File: src/source/kv_axil_pkg.sv
// 12-bit AXI4-Lite register map with 32-bit data; only OKAY and SLVERR responses are ever returned
package kv_axil_pkg;

    localparam int KV_AXIL_ADDR_W = 12;

    localparam logic [1:0] KV_RESP_OKAY = 2'b00;
    localparam logic [1:0] KV_RESP_SLVERR = 2'b10;

    // go in bit 0, entry in bits 2:1, pad_data_size in bits 12:8
    localparam logic [KV_AXIL_ADDR_W-1:0] KV_ADDR_CTRL = 12'h000;
    // ready in bit 0, sticky done in bit 1
    localparam logic [KV_AXIL_ADDR_W-1:0] KV_ADDR_STATUS = 12'h004;
    // one set-only lock bit per entry
    localparam logic [KV_AXIL_ADDR_W-1:0] KV_ADDR_LOCK = 12'h008;
    // write-only key window, entry e dword d at base + 64*e + 4*d
    localparam logic [KV_AXIL_ADDR_W-1:0] KV_ADDR_KEY_BASE = 12'h100;
    // read-only window onto the 32 destination block dwords
    localparam logic [KV_AXIL_ADDR_W-1:0] KV_ADDR_BLOCK_BASE = 12'h200;

endpackage

File: src/source/kv_defines_pkg.sv
// vault geometry is fixed at four 512-bit entries feeding one 1024-bit block, so widths below must change together
package kv_defines_pkg;

    // number of key entries and the width of an entry index
    localparam int KV_NUM_ENTRIES = 4;
    localparam int KV_ENTRY_W = 2;

    // each entry holds 512 bits of key material as 16 dwords
    localparam int KV_ENTRY_DWORDS = 16;

    // the destination block is one 1024-bit SHA-512 block
    localparam int KV_MAX_DWORDS = 32;
    localparam int KV_NUM_DWORDS_W = 5;

    // dwords 28 to 31 are where SHA-512 keeps its 128-bit length field
    localparam int KV_PAD_LENGTH_START = 28;

    // pad_data_size holds the data length as N-1 dwords
    localparam int KV_PAD_SIZE_W = 5;

endpackage

File: src/source/kv_axil_regs.sv
// one write and one read outstanding; wstrb is only tested for all-zero, so any partial write acts as a full word
`timescale 1ns/10ps

module kv_axil_regs #(
    parameter int DATA_WIDTH = 512
) (
    input  logic clk,
    input  logic rst_b,
    input  logic [kv_axil_pkg::KV_AXIL_ADDR_W-1:0] awaddr,
    input  logic awvalid,
    output logic awready,
    input  logic [31:0] wdata,
    input  logic [3:0] wstrb,
    input  logic wvalid,
    output logic wready,
    output logic [1:0] bresp,
    output logic bvalid,
    input  logic bready,
    input  logic [kv_axil_pkg::KV_AXIL_ADDR_W-1:0] araddr,
    input  logic arvalid,
    output logic arready,
    output logic [31:0] rdata,
    output logic [1:0] rresp,
    output logic rvalid,
    input  logic rready,
    input  logic ready,
    input  logic done,
    output logic start,
    output logic [kv_defines_pkg::KV_PAD_SIZE_W-1:0] pad_data_size,
    output logic [kv_defines_pkg::KV_ENTRY_W-1:0] xfer_entry,
    output logic key_we,
    output logic [kv_defines_pkg::KV_ENTRY_W-1:0] key_entry,
    output logic [$clog2(kv_defines_pkg::KV_ENTRY_DWORDS)-1:0] key_dword,
    output logic [31:0] key_wdata,
    input  logic [kv_defines_pkg::KV_NUM_ENTRIES-1:0] lock,
    output logic lock_we,
    output logic [kv_defines_pkg::KV_NUM_ENTRIES-1:0] lock_wdata,
    output logic [kv_defines_pkg::KV_NUM_DWORDS_W-1:0] blk_rd_index,
    input  logic [31:0] blk_rd_data
);
    import kv_defines_pkg::*;
    import kv_axil_pkg::*;

    localparam int AW = KV_AXIL_ADDR_W;
    // largest N the sequencer can fetch, one extra bit so 16 fits
    localparam logic [KV_PAD_SIZE_W:0] SIZE_LIMIT = (KV_PAD_SIZE_W + 1)'(DATA_WIDTH / 32);

    logic wr_acc, wr_do, wr_err;
    logic wr_ctrl, wr_status, wr_lock, wr_key, wr_block;
    logic go_ok, size_ok;
    logic rd_acc, rd_err;
    logic [31:0] rd_word;
    logic done_q;

    // AW and W are taken together, and only when no B response is still waiting
    assign wr_acc = awvalid & wvalid & ~bvalid;
    assign awready = wr_acc;
    assign wready = wr_acc;

    // registers compare word addresses, the windows compare only their upper bits
    assign wr_ctrl = awaddr[AW-1:2] == KV_ADDR_CTRL[AW-1:2];
    assign wr_status = awaddr[AW-1:2] == KV_ADDR_STATUS[AW-1:2];
    assign wr_lock = awaddr[AW-1:2] == KV_ADDR_LOCK[AW-1:2];
    assign wr_key = awaddr[AW-1:8] == KV_ADDR_KEY_BASE[AW-1:8];
    assign wr_block = awaddr[AW-1:7] == KV_ADDR_BLOCK_BASE[AW-1:7];

    // a go is only taken when idle and when N dwords fit in what the sequencer fetches
    assign size_ok = ({1'b0, wdata[12:8]} + 1'b1) <= SIZE_LIMIT;
    assign go_ok = wr_ctrl & wdata[0] & ready & size_ok;

    // refused go, locked key, block window and unmapped addresses all answer SLVERR
    assign wr_err = (wr_ctrl & wdata[0] & ~go_ok) | (wr_key & lock[key_entry]) | wr_block |
                    ~(wr_ctrl | wr_status | wr_lock | wr_key | wr_block);

    // a write with no strobes set still gets a response but changes nothing
    assign wr_do = wr_acc & ~wr_err & (|wstrb);

    assign key_entry = awaddr[7:6];
    assign key_dword = awaddr[5:2];
    assign key_wdata = wdata;
    assign key_we = wr_do & wr_key;
    assign lock_wdata = wdata[KV_NUM_ENTRIES-1:0];
    assign lock_we = wr_do & wr_lock;

    always_ff @(posedge clk or negedge rst_b) begin
        if (!rst_b) begin
            bvalid <= 1'b0;
            start <= 1'b0;
            done_q <= 1'b0;
            xfer_entry <= '0;
            pad_data_size <= '0;
        end else begin
            // start is a single pulse in the cycle after the accepted go
            start <= wr_do & go_ok;
            if (wr_acc) begin
                bvalid <= 1'b1;
            end else if (bready) begin
                bvalid <= 1'b0;
            end
            // entry and size only move on an accepted go, so they stay put until done
            if (wr_do && go_ok) begin
                xfer_entry <= wdata[2:1];
                pad_data_size <= wdata[12:8];
                done_q <= 1'b0;
            end else if (done) begin
                done_q <= 1'b1;
            end
        end
    end

    always_ff @(posedge clk) begin
        if (wr_acc) begin
            bresp <= wr_err ? KV_RESP_SLVERR : KV_RESP_OKAY;
        end
    end

    // AR is taken only when the previous R beat has gone
    assign rd_acc = arvalid & ~rvalid;
    assign arready = rd_acc;
    assign blk_rd_index = araddr[6:2];

    always_comb begin
        rd_word = '0;
        rd_err = 1'b0;
        if (araddr[AW-1:2] == KV_ADDR_CTRL[AW-1:2]) begin
            rd_word[2:1] = xfer_entry;
            rd_word[12:8] = pad_data_size;
        end else if (araddr[AW-1:2] == KV_ADDR_STATUS[AW-1:2]) begin
            rd_word[1:0] = {done_q, ready};
        end else if (araddr[AW-1:2] == KV_ADDR_LOCK[AW-1:2]) begin
            rd_word[KV_NUM_ENTRIES-1:0] = lock;
        end else if (araddr[AW-1:7] == KV_ADDR_BLOCK_BASE[AW-1:7]) begin
            rd_word = blk_rd_data;
        end else begin
            // key window is write-only, so it falls in with the unmapped space
            rd_err = 1'b1;
        end
    end

    always_ff @(posedge clk or negedge rst_b) begin
        if (!rst_b) begin
            rvalid <= 1'b0;
        end else if (rd_acc) begin
            rvalid <= 1'b1;
        end else if (rready) begin
            rvalid <= 1'b0;
        end
    end

    always_ff @(posedge clk) begin
        if (rd_acc) begin
            rdata <= rd_word;
            rresp <= rd_err ? KV_RESP_SLVERR : KV_RESP_OKAY;
        end
    end

endmodule

File: src/source/kv_block_sink.sv
// single 1024-bit destination block; a new transfer overwrites it dword by dword with no clear in between
`timescale 1ns/10ps

module kv_block_sink (
    input  logic clk,
    input  logic rst_b,
    input  logic write_en,
    input  logic [kv_defines_pkg::KV_NUM_DWORDS_W-1:0] write_offset,
    input  logic write_pad,
    input  logic [31:0] pad_data,
    input  logic [31:0] rd_data,
    input  logic [kv_defines_pkg::KV_NUM_DWORDS_W-1:0] blk_rd_index,
    output logic [31:0] blk_rd_data
);
    import kv_defines_pkg::*;

    logic [KV_MAX_DWORDS-1:0][31:0] block_q;

    // the block starts out zero so an early readback never shows stale data
    always_ff @(posedge clk or negedge rst_b) begin
        if (!rst_b) begin
            block_q <= '0;
        end else if (write_en) begin
            // pad dwords come from the sequencer, data dwords straight from the store
            block_q[write_offset] <= write_pad ? pad_data : rd_data;
        end
    end

    // the bus slave registers this on its own R channel
    assign blk_rd_data = block_q[blk_rd_index];

endmodule

File: src/source/kv_fsm.sv
// N may not exceed the 16 dwords of an entry, and the length dword is only written when pad_data_size is below 27
`timescale 1ns/10ps

module kv_fsm #(
    parameter int DATA_WIDTH = 512,
    parameter int PAD = 1,
    parameter int HMAC = 0
) (
    input  logic clk,
    input  logic rst_b,
    input  logic start,
    input  logic [kv_defines_pkg::KV_PAD_SIZE_W-1:0] pad_data_size,
    output logic [$clog2(kv_defines_pkg::KV_ENTRY_DWORDS)-1:0] read_offset,
    output logic write_en,
    output logic [kv_defines_pkg::KV_NUM_DWORDS_W-1:0] write_offset,
    output logic write_pad,
    output logic [31:0] pad_data,
    output logic ready,
    output logic done
);
    import kv_defines_pkg::*;

    // one bit wider than a dword index so the count can reach 32
    typedef logic [KV_NUM_DWORDS_W:0] count_t;

    localparam int OFFSET_W = $clog2(KV_ENTRY_DWORDS);
    localparam count_t DATA_DWORDS = count_t'(DATA_WIDTH / 32);
    // HMAC hashes the 1024-bit key block ahead of this one, so its length counts too
    localparam logic [31:0] HMAC_BITS = (HMAC == 1) ? 32'd1024 : 32'd0;

    typedef enum logic [1:0] {
        KV_IDLE = 2'b00,
        KV_RW   = 2'b01,
        KV_PAD  = 2'b11,
        KV_DONE = 2'b10
    } kv_state_e;

    kv_state_e state, state_nxt;
    count_t offset, offset_nxt;
    count_t num_dwords_data, num_dwords_total;
    logic offset_en;
    logic has_length;
    logic [31:0] pad_length;

    // with padding the data length comes from software as N-1, otherwise it is the full width
    assign num_dwords_data = (PAD == 1) ? count_t'(pad_data_size) + 1'b1 : DATA_DWORDS;
    assign num_dwords_total = (PAD == 1) ? count_t'(KV_MAX_DWORDS) : DATA_DWORDS;

    // marker plus length must both fit before the length field, else the length goes in a later block
    assign has_length = pad_data_size < KV_PAD_SIZE_W'(KV_PAD_LENGTH_START - 1);
    assign pad_length = (32'(num_dwords_data) << 5) + HMAC_BITS;

    always_comb begin
        pad_data = '0;
        if (offset == num_dwords_data) begin
            pad_data = 32'h8000_0000;
        end else if (offset == count_t'(KV_MAX_DWORDS - 1) && has_length) begin
            pad_data = pad_length;
        end
    end

    always_comb begin
        state_nxt = state;
        write_en = 1'b0;
        write_pad = 1'b0;
        done = 1'b0;
        offset_en = 1'b0;
        offset_nxt = '0;
        case (state)
            KV_IDLE: begin
                if (start) begin
                    state_nxt = KV_RW;
                end
            end
            KV_RW: begin
                write_en = 1'b1;
                offset_en = 1'b1;
                offset_nxt = offset + 1'b1;
                // a full-width transfer has no room left to pad
                if (offset_nxt == num_dwords_total) begin
                    state_nxt = KV_DONE;
                end else if (PAD == 1 && offset_nxt == num_dwords_data) begin
                    state_nxt = KV_PAD;
                end
            end
            KV_PAD: begin
                write_en = 1'b1;
                write_pad = 1'b1;
                offset_en = 1'b1;
                offset_nxt = offset + 1'b1;
                if (offset_nxt == num_dwords_total) begin
                    state_nxt = KV_DONE;
                end
            end
            default: begin
                // done lasts one cycle and rewinds the shared offset
                done = 1'b1;
                offset_en = 1'b1;
                state_nxt = KV_IDLE;
            end
        endcase
    end

    always_ff @(posedge clk or negedge rst_b) begin
        if (!rst_b) begin
            state <= KV_IDLE;
            offset <= '0;
        end else begin
            state <= state_nxt;
            if (offset_en) begin
                offset <= offset_nxt;
            end
        end
    end

    // one counter serves both sides, the store only sees the low bits during data
    assign read_offset = offset[OFFSET_W-1:0];
    assign write_offset = offset[KV_NUM_DWORDS_W-1:0];
    assign ready = state == KV_IDLE;

endmodule

File: src/source/kv_store.sv
// keys are not reset and are never readable from the bus; lock bits are set-only and clear only on reset
`timescale 1ns/10ps

module kv_store (
    input  logic clk,
    input  logic rst_b,
    input  logic key_we,
    input  logic [kv_defines_pkg::KV_ENTRY_W-1:0] key_entry,
    input  logic [$clog2(kv_defines_pkg::KV_ENTRY_DWORDS)-1:0] key_dword,
    input  logic [31:0] key_wdata,
    input  logic lock_we,
    input  logic [kv_defines_pkg::KV_NUM_ENTRIES-1:0] lock_wdata,
    output logic [kv_defines_pkg::KV_NUM_ENTRIES-1:0] lock,
    input  logic [kv_defines_pkg::KV_ENTRY_W-1:0] xfer_entry,
    input  logic [$clog2(kv_defines_pkg::KV_ENTRY_DWORDS)-1:0] read_offset,
    output logic [31:0] rd_data
);
    import kv_defines_pkg::*;

    logic [31:0] key_mem [KV_NUM_ENTRIES][KV_ENTRY_DWORDS];

    // the bus slave has already refused locked entries before raising key_we
    always_ff @(posedge clk) begin
        if (key_we) begin
            key_mem[key_entry][key_dword] <= key_wdata;
        end
    end

    // writing a one locks an entry, writing a zero leaves its bit alone
    always_ff @(posedge clk or negedge rst_b) begin
        if (!rst_b) begin
            lock <= '0;
        end else if (lock_we) begin
            lock <= lock | lock_wdata;
        end
    end

    // asynchronous read so the dword lines up with write_en in the same cycle
    assign rd_data = key_mem[xfer_entry][read_offset];

endmodule

File: src/source/kv_top.sv
// DATA_WIDTH must be a multiple of 32 up to 512; with PAD set the go size check limits N to DATA_WIDTH/32
`timescale 1ns/10ps

module kv_top #(
    parameter int DATA_WIDTH = 512,
    parameter int PAD = 1,
    parameter int HMAC = 0
) (
    input  logic clk,
    input  logic rst_b,
    input  logic [kv_axil_pkg::KV_AXIL_ADDR_W-1:0] awaddr,
    input  logic awvalid,
    output logic awready,
    input  logic [31:0] wdata,
    input  logic [3:0] wstrb,
    input  logic wvalid,
    output logic wready,
    output logic [1:0] bresp,
    output logic bvalid,
    input  logic bready,
    input  logic [kv_axil_pkg::KV_AXIL_ADDR_W-1:0] araddr,
    input  logic arvalid,
    output logic arready,
    output logic [31:0] rdata,
    output logic [1:0] rresp,
    output logic rvalid,
    input  logic rready
);
    import kv_defines_pkg::*;

    // sequencer control and status
    logic start, ready, done;
    logic [KV_PAD_SIZE_W-1:0] pad_data_size;
    logic [KV_ENTRY_W-1:0] xfer_entry;

    // bus writes into the key store
    logic key_we, lock_we;
    logic [KV_ENTRY_W-1:0] key_entry;
    logic [$clog2(KV_ENTRY_DWORDS)-1:0] key_dword;
    logic [31:0] key_wdata;
    logic [KV_NUM_ENTRIES-1:0] lock, lock_wdata;

    // data path from store through sequencer into the block
    logic [$clog2(KV_ENTRY_DWORDS)-1:0] read_offset;
    logic [31:0] rd_data, pad_data, blk_rd_data;
    logic write_en, write_pad;
    logic [KV_NUM_DWORDS_W-1:0] write_offset, blk_rd_index;

    // every port name matches its wire, so implicit connections keep the wiring readable
    kv_axil_regs #(.DATA_WIDTH(DATA_WIDTH)) kv_axil_regs_i (.*);

    kv_store kv_store_i (.*);

    kv_fsm #(
        .DATA_WIDTH(DATA_WIDTH),
        .PAD(PAD),
        .HMAC(HMAC)
    ) kv_fsm_i (.*);

    kv_block_sink kv_block_sink_i (.*);

endmodule

File: config.mk
export PLATFORM = sky130hd
export DESIGN_NAME = kv_top
export DESIGN_NICKNAME = d
export VERILOG_FILES = /design/src/source/kv_axil_pkg.sv /design/src/source/kv_defines_pkg.sv /design/src/source/kv_axil_regs.sv /design/src/source/kv_block_sink.sv /design/src/source/kv_fsm.sv /design/src/source/kv_store.sv /design/src/source/kv_top.sv
export SDC_FILE = /design/constraint.sdc
export NUM_CORES = 2
export LEC_CHECK = 0
export BUFFER_PORTS_ARGS = -buffer_cell sky130_fd_sc_hd__buf_2
export CORE_ASPECT_RATIO = 0.9
export CORE_MARGIN = 1
export CORE_UTILIZATION = 57
export DETAILED_ROUTE_END_ITERATION = 7
export GPL_TIMING_DRIVEN = 1
export HOLD_SLACK_MARGIN = 0.05
export PLACE_DENSITY = 0.76
export REMOVE_ABC_BUFFERS = 1
export SETUP_SLACK_MARGIN = 0.05
export SLEW_MARGIN = 20
export SYNTH_ARGS = -nofsm -noshare
export SYNTH_HDL_FRONTEND = slang
export SYNTH_SLANG_ARGS = --single-unit
export TNS_END_PERCENT = 30
File: constraint.sdc
create_clock -name clk -period 3.7 [get_ports clk]
set_clock_uncertainty 0.15 [all_clocks]
set_input_delay 0.74 -clock clk [delete_from_list [all_inputs] [get_ports clk]]
set_output_delay 0.74 -clock clk [all_outputs]
set_load 0.05 [all_outputs]
# Word-level counts from Yosys, hierarchy flattened
# Memory sizes are Yosys's and may differ from the RTL's.
# Cells that the tools add are included.
classes:
  n_addsub: 3
  reduce_logical: 15
  bitwise_logic: 29
  magnitude_cmp: 9
  muxes: 44
  eq_ne: 17
op_table:
  columns: ["operator", "count"]
  rows:
  - ["$bwmux W1024", 1]
  - ["$mux W512", 1]
  - ["$mux W32", 7]
  - ["$bmux W32 S5", 1]
  - ["$demux W32 S5", 1]
  - ["$bmux W32 S4", 1]
  - ["$demux W32 S4", 1]
  - ["$mux W11", 2]
  - ["$eq A10 B1 Y1 const B", 2]
  - ["$eq A10 B2 Y1 const B", 2]
  - ["$logic_not A10 Y1", 2]
  - ["$mux W2", 8]
  - ["$mux W1", 14]
  - ["$and A1 B1 Y1", 13]
  - ["$mux W13", 1]
  - ["$add A5 B1 Y6 const B", 2]
  - ["$eq A6 B6 Y1", 2]
  - ["$lt A5 B6 Y1 const B", 2]
  - ["$eq A5 B3 Y1 const B", 2]
  - ["$ge A5 B5 Y1 const B", 2]
  - ["$not A4 Y5", 2]
  - ["$mux W9", 1]
  - ["$reduce_or A4 Y1", 2]
  - ["$or A1 B1 Y1", 7]
  - ["other kinds (27)", 38]
word_totals:
  wordCells: 165
  input_bits: 67
  reg_bits: 1083
  mem_bits_rw: 2048
  output_inout_bits: 41
  mem_count: 1
memory_table:
  columns: ["memory", "depth", "word_bits", "rd", "rd_clocked_by_memory_dff", "write_ports", "line_no", "source"]
  rows:
  - ["kv_store_i.key_mem", 4, 512, 1, 0, 1, "kv_store.sv:20", "logic [31:0] key_mem [KV_NUM_ENTRIES][KV_ENTRY_DWORDS];"]

# Logic depth before layout (Yosys ltp)
logic_depth:
  word_depth: 15
  mapped_depth: 18

# Hierarchy
# Synthesis repeated with hierarchy kept, for this count alone.
hier_totals:
  cells_unflattened: 8379
  area_unflattened_um2: 126786.6
modules_own_cells:
  columns: ["module", "area_each_um2", "n_inst", "cells_each"]
  rows:
  - ["kv_store", 78079.9, 1, 3451]
  - ["kv_block_sink", 45332.2, 1, 4611]
  - ["kv_axil_regs", 2316.0, 1, 183]
  - ["kv_fsm", 1058.5, 1, 134]

# Worst setup path before layout
# OpenSTA, ideal clock, no wires.
synth_path:
  path_type: "input-to-reg"
  start: "input port awaddr[6] (netlist name)"
  end: "memory kv_store_i.key_mem[3][64] (netlist name) (enable)"
  path_buffers: 2
  arrival_ns: 3.547
  required_ns: 3.129
  setup_slack_ns: -0.418
  setup_ns: 0.421
  cell_stages: 6
  path_cell_list: "clkbuf_1 > mux4_2 > nor2_1 > nand3b_1 > clkbuf_1 > nor2_1"
synth_between:
  elab_chain_len: 15
  word_cells_on_any_way: 25
  classes_between: "eq/ne (2); mux (4); bitwise (18); reduce/logical (1)"
synth_lines:
  columns: ["element", "line_no", "source"]
  rows:
  - ["start, declared", "kv_top.sv:11", "input logic [kv_axil_pkg::KV_AXIL_ADDR_W-1:0] awaddr,"]
  - ["$logic_not A10 Y1", "kv_axil_regs.sv:61", "assign wr_ctrl = awaddr[AW-1:2] == KV_ADDR_CTRL[AW-1:2];"]
  - ["$and A1 B1 Y1", "kv_axil_regs.sv:69, kv_axil_regs.sv:72", null]
  - ["$and A1 B1 Y1 (2 in a row)", "kv_axil_regs.sv:69", "assign go_ok = wr_ctrl & wdata[0] & ready & size_ok;"]
  - ["$not A1 Y1", "kv_axil_regs.sv:72", "assign wr_err = (wr_ctrl & wdata[0] & ~go_ok) | (wr_key & lock[key_entry]) | wr_block |"]
  - ["$and A1 B1 Y1", "kv_axil_regs.sv:72", null]
  - ["$or A1 B1 Y1 (3 in a row)", "kv_axil_regs.sv:72", null]
  - ["$not A1 Y1", "kv_axil_regs.sv:76", "assign wr_do = wr_acc & ~wr_err & (|wstrb);"]
  - ["$and A1 B1 Y1 (2 in a row)", "kv_axil_regs.sv:76", null]
  - ["$and A1 B1 Y1", "kv_axil_regs.sv:81", "assign key_we = wr_do & wr_key;"]
  - ["$mux W1", "kv_store.sv:24", "if (key_we) begin"]
  - ["$mux W512 (implied by the code)", "kv_store.sv:25", "key_mem[key_entry][key_dword] <= key_wdata;"]
  - ["end, declared", "kv_store.sv:20", null]
# Several ways; a longest one is shown, not always the timed one. The select of a mux whose other input is x is not followed.

# Worst setup path after layout
layout_path:
  start: "register kv_fsm_i.offset[0]"
  end: "register kv_block_sink_i.block_q[647] (netlist name)"
layout_between:
  elab_chain_len: 6
  word_cells_on_any_way: 16
  classes_between: "order compare (2); eq/ne (2); mux (9); bitwise (1); reduce/logical (2)"
layout_lines:
  columns: ["element", "line_no", "source"]
  rows:
  - ["start, declared", "kv_fsm.sv:39", "count_t offset, offset_nxt;"]
  - ["start signal, assigned", "kv_fsm.sv:111", "offset <= offset_nxt;"]
  - ["branches (longest 5 deep; another with $lt A5 B6 Y1)", null, null]
  - ["$bwmux W1024 (*)", "kv_block_sink.sv:25", "block_q[write_offset] <= write_pad ? pad_data : rd_data;"]
  - ["end signal, assigned by index", "kv_block_sink.sv:25", null]
  - ["end, declared", "kv_block_sink.sv:17", "logic [KV_MAX_DWORDS-1:0][31:0] block_q;"]
# Every way passes the cells marked *. The select of a mux whose other input is x is not followed.
# A chain may end at the register's enable or synchronous reset.

==> flow_summary.yaml <==
run_status:
  run_status: "finished with violations"
  failing_checks: "negative setup slack"
sta:
  timing_hold_violations_final: 0
  worst_slew_pin_slew_ns: 1.17
  timing.max_slew.rel_slack: 0.221
  fin_setup_tns_ns: -0.453
  fin_ws_ns: -0.0468
  fin_crit_ns: 3.75
  slew_viol_final: 0
  period_share: 1.01
  rsz0062_at_grt: "yes"
  fmaxAchievable_mhz: 267
  setup-violations-final: 20
placed_design:
  place.detailed.hpwl_mm: 210
  place.detailed.instances: 10500
  placement.io_buffers: 101
  replace_congestion: 0.892
layout:
  drive_above_1_share: 0.257
  fill_cells: 14100
  flow.area_growth_from_synthesis_pct: 14.3
  layout.nets: 7991
  post_layout_nonfiller_instances: 11000
worst_setup_path:
  peak_fanout_along_the_critical_path: 23
  critPathMaxStageDelay_ns: 0.80
  critPathCaptureType: "flip-flop"
  timing.critical_path.slowest_stage_cell: "sky130_fd_sc_hd__dfrtp_4"
  arrival_ns: 4.37
  crit_chain: "buf_12 -> buf_4 -> mux4_2 -> a22o_1 -> a221oi_1 -> nand3_1 -> a21boi_2 -> buf_12 -> o21ai_0"
  timing.critical_path.required_ns: 4.33
  timing.critical_path.from_type: "flip-flop"
  cell_mode_on_critical_path: "sky130_fd_sc_hd__buf_12"
  setup.worst_path.class: "flip-flop to flip-flop"
  timing.critical_path.buf_inv: 3
  cell_class_contributing_the_biggest_share_of_worst_path_delay: "compound AO/OA/AOI/OAI gates"
floorplanning:
  pin_count: 108
  die-width_um: 499
  floorplan.die.height_um: 450
  die_area_um2: 225000
  core_area_um2: 220000
  fp-row-count: 163
  initial_utilization: 0.576
yosys:
  synth-seq-area-share: 0.699
  post_synth_instance_area_um2: 127000
  synth.lib_cells_used.distinct: 90
  synth.yosys.warnings: 0
  ys_async_sr_fraction: 0.335
  number_of_enable_flip_flop_cells_after_synthesis: 2082
  number_of_storage_elements_in_the_synthesis_netlist: 3129
  post_synth_inst_count: 7516
  post_synth_top_flop: "sky130_fd_sc_hd__edfxtp_1"
  synth.avg_cell_area_um2: 16.9
clock_tree:
  clock_latency_on_the_worst_skew_pair_ns: 0.96
  cts_made_buffers: 318
  cts_max_path_buffers: 4
  htree_levels: 5
  tritoncts: "yes"
  cts_num_sinks: 3129
  clk_pin_slew_worst_paths_ns: 0.06
  clock_tree.root_cell: "sky130_fd_sc_hd__clkbuf_16"
global_route:
  grt_start_max_net_pins: 102
  first_pass_grt_wire_length_mm: 509
  antenna_found_initial: 25
  grt-ovfl-total: 0
  first_global_vias: 74900
  global_route.usage.total: 0.314
route:
  ant_nets: 0
  drt_initial_violations: 9661
  dr.pass1.iters: 6
  post-route-drc-count: 0
  detail_route.vias_per_cell: 6.68
  vias: 73800
  drt_wl_total_mm: 349
  wl_per_cell_um: 31.6
power:
  p_seq_frac: 0.525
  power_density_nw_per_um2: 492
  power_frac_clock: 0.443
  power.static_leakage_nw: 52.6
  worst_ir_drop_vdd_mv: 0.666
  power.switching_mw: 14.8
  power.switching_fraction: 0.207
  p_comb_frac: 0.032
  internal_power_component_mw: 56.5
flow_run:
  maxCapViolations: 0
worst_hold_path:
  hold_class: "input port to flip-flop"
## sequential cells by signal, summed over array words and instances (netlist names)
name                          cells
kv_axil_regs_i.bresp              1
kv_axil_regs_i.bvalid             1
kv_axil_regs_i.done_q             1
kv_axil_regs_i.pad_data_size      5
kv_axil_regs_i.rdata             32
kv_axil_regs_i.rresp              1
kv_axil_regs_i.rvalid             1
kv_axil_regs_i.start              1
kv_axil_regs_i.xfer_entry         2
kv_block_sink_i.block_q        1024
kv_fsm_i.offset                   6
kv_fsm_i.state                    2
kv_store_i.key_mem             2048
kv_store_i.lock                   4
## stage by stage
step	utilization	power, mW	worst slack (ns)	area (um^2)	hold WS (ns)
2_1_floorplan	-	39.1	-19.90	124000	0.276
3_3_place_gp	0.612	40.3	0.0777	135000	0.305
3_5_place_dp	0.612	40.4	0.0276	135000	0.315
4_1_cts	0.658	71.5	0.0159	145000	0.0628
5_1_grt	0.659	72.9	0.0303	145000	0.118
6_report	0.659	71.3	-0.0468	145000	0.119
## synth_stat cells (all sizes together), types with 3 or more instances
cell type	n	area, um^2
edfxtp	2082	62500
dfrtp	1047	26200
nand2	957	3600
o21ai	754	3780
mux4	736	16700
mux2i	375	3750
clkbuf	316	1190
buf	224	1640
nor2	206	786
mux2	198	2250
a22o	103	902
o22ai	69	432
nor3	46	230
nand3	45	225
a21oi	44	235
a31oi	34	234
o31ai	26	195
a22oi	25	201
nor2b	19	119
a21o	16	120
nand2b	15	93.8
a211oi	12	108
and3	12	75.1
nand3b	11	86.3
a32o	10	100
inv	10	37.5
o32a	10	100
o22a	9	78.8
a32oi	8	77.6
xnor2	8	70.1
a2111oi	7	62.6
and2	7	43.8
or2	7	43.8
a221oi	6	58.8
o221ai	6	58.8
ha	5	62.6
nor4	5	31.3
a311oi	4	35.0
o31a	4	35.0
xor2	4	35.0
nand4	3	18.8
nor3b	3	22.5
or3	3	23.8
## cells in the final DEF (no fill, tap or decap), drive strengths merged, types with 10 or more instances in the layout
cell type,count
a21oi,44
clkbuf,414
dfrtp,1047
a21o,16
clkinv,100
edfxtp,2082
nand2b,15
nand2,957
buf,615
a22oi,25
bufinv,28
mux2,198
o32a,10
o31ai,26
a22o,103
mux4,736
nand3,45
a211oi,12
nor2b,19
o22ai,69
nor2,206
and3,12
nand3b,11
nor3,46
a32o,10
o21ai,754
mux2i,375
a31oi,34
inv,15
## cells by family (layout without fill, tap and decap cells)
family | Yosys count | count (layout) | share of synthesized area
adders and majority gates | 5 | 5 | 0.000493
xor gates and xnor gates | 13 | 13 | 0.00101
muxes | 1309 | 1309 | 0.179
AOI/OAI and AO/OA | 1164 | 1164 | 0.0549
and+or+nand+nor | 1344 | 1344 | 0.0429
DFF | 3129 | 3129 | 0.699
buffers and inverters | 551 | 1185 | 0.0226
other | 1 | 8 | 0.0000295
## worst paths after layout
check | startpoint | end | slack (ns) | cells after the start
max | kv_fsm_i.offset[0] | kv_block_sink_i.block_q[647] | -0.05 | 9
min | awvalid | kv_axil_regs_i.bresp[1] | 0.12 | 3
max reg2reg | kv_fsm_i.offset[0] | kv_block_sink_i.block_q[647] | -0.05 | 9
min reg2reg | kv_block_sink_i.block_q[213] | kv_block_sink_i.block_q[213] | 0.33 | 2
max in group asynchronous | rst_b | kv_block_sink_i.block_q[666] | 2.05 | 3
min in group asynchronous | rst_b | kv_block_sink_i.block_q[156] | 0.24 | 2
## power by group through the flow
stage          Combinational [mW]  Sequential, mW  Clock, mW
2_1_floorplan               0.822            38.3          0
3_3_place_gp                 2.16            38.2          0
3_5_place_dp                 2.23            38.2          0
4_1_cts                      2.25            37.5       31.8
5_1_grt                      2.39            37.4       33.1
6_report                     2.27            37.5       31.6
## worst register-to-register path, stage by stage, from the launching register on
cell and delay (ns):
sky130_fd_sc_hd__dfrtp_4 0.80, sky130_fd_sc_hd__buf_12 0.27, sky130_fd_sc_hd__buf_4 0.24, sky130_fd_sc_hd__mux4_2 0.33, sky130_fd_sc_hd__a22o_1 0.24, sky130_fd_sc_hd__a221oi_1 0.46
sky130_fd_sc_hd__nand3_1 0.42, sky130_fd_sc_hd__a21boi_2 0.33, sky130_fd_sc_hd__buf_12 0.20, sky130_fd_sc_hd__o21ai_0 0.13
## per-layer routing
layer,vias to the layer above,global-route usage,part of all wire
met5,-,0,0.00046
met4,24,0.130,0.045
met3,887,0.0887,0.13
met2,4835,0.479,0.46
met1,38100,0.429,0.37
li1,29900,-,-
## area by class of cell
type / count / area [um^2] / area share
flip-flops and latches: 3129 / 88700 / 0.612
multi-input cells: 3837 / 36000 / 0.248
clock buffers: 414 / 8670 / 0.0598
repair buffers: 622 / 6590 / 0.0454
well taps: 2887 / 3610 / 0.0249
clock inverters: 138 / 1410 / 0.00974
inverters: 11 / 48.8 / 0.000336
diodes: 6 / 15.0 / 0.000103
## timing repair
item / CTS / global route
setup buffers: 0 / 3
resized for setup: 1 / 2
endpoints found under the hold margin: 56 / 0
endpoints found under the setup margin: 10 / 79
hold buffers: 7 / 0
(Power assumes the default switching activity.)
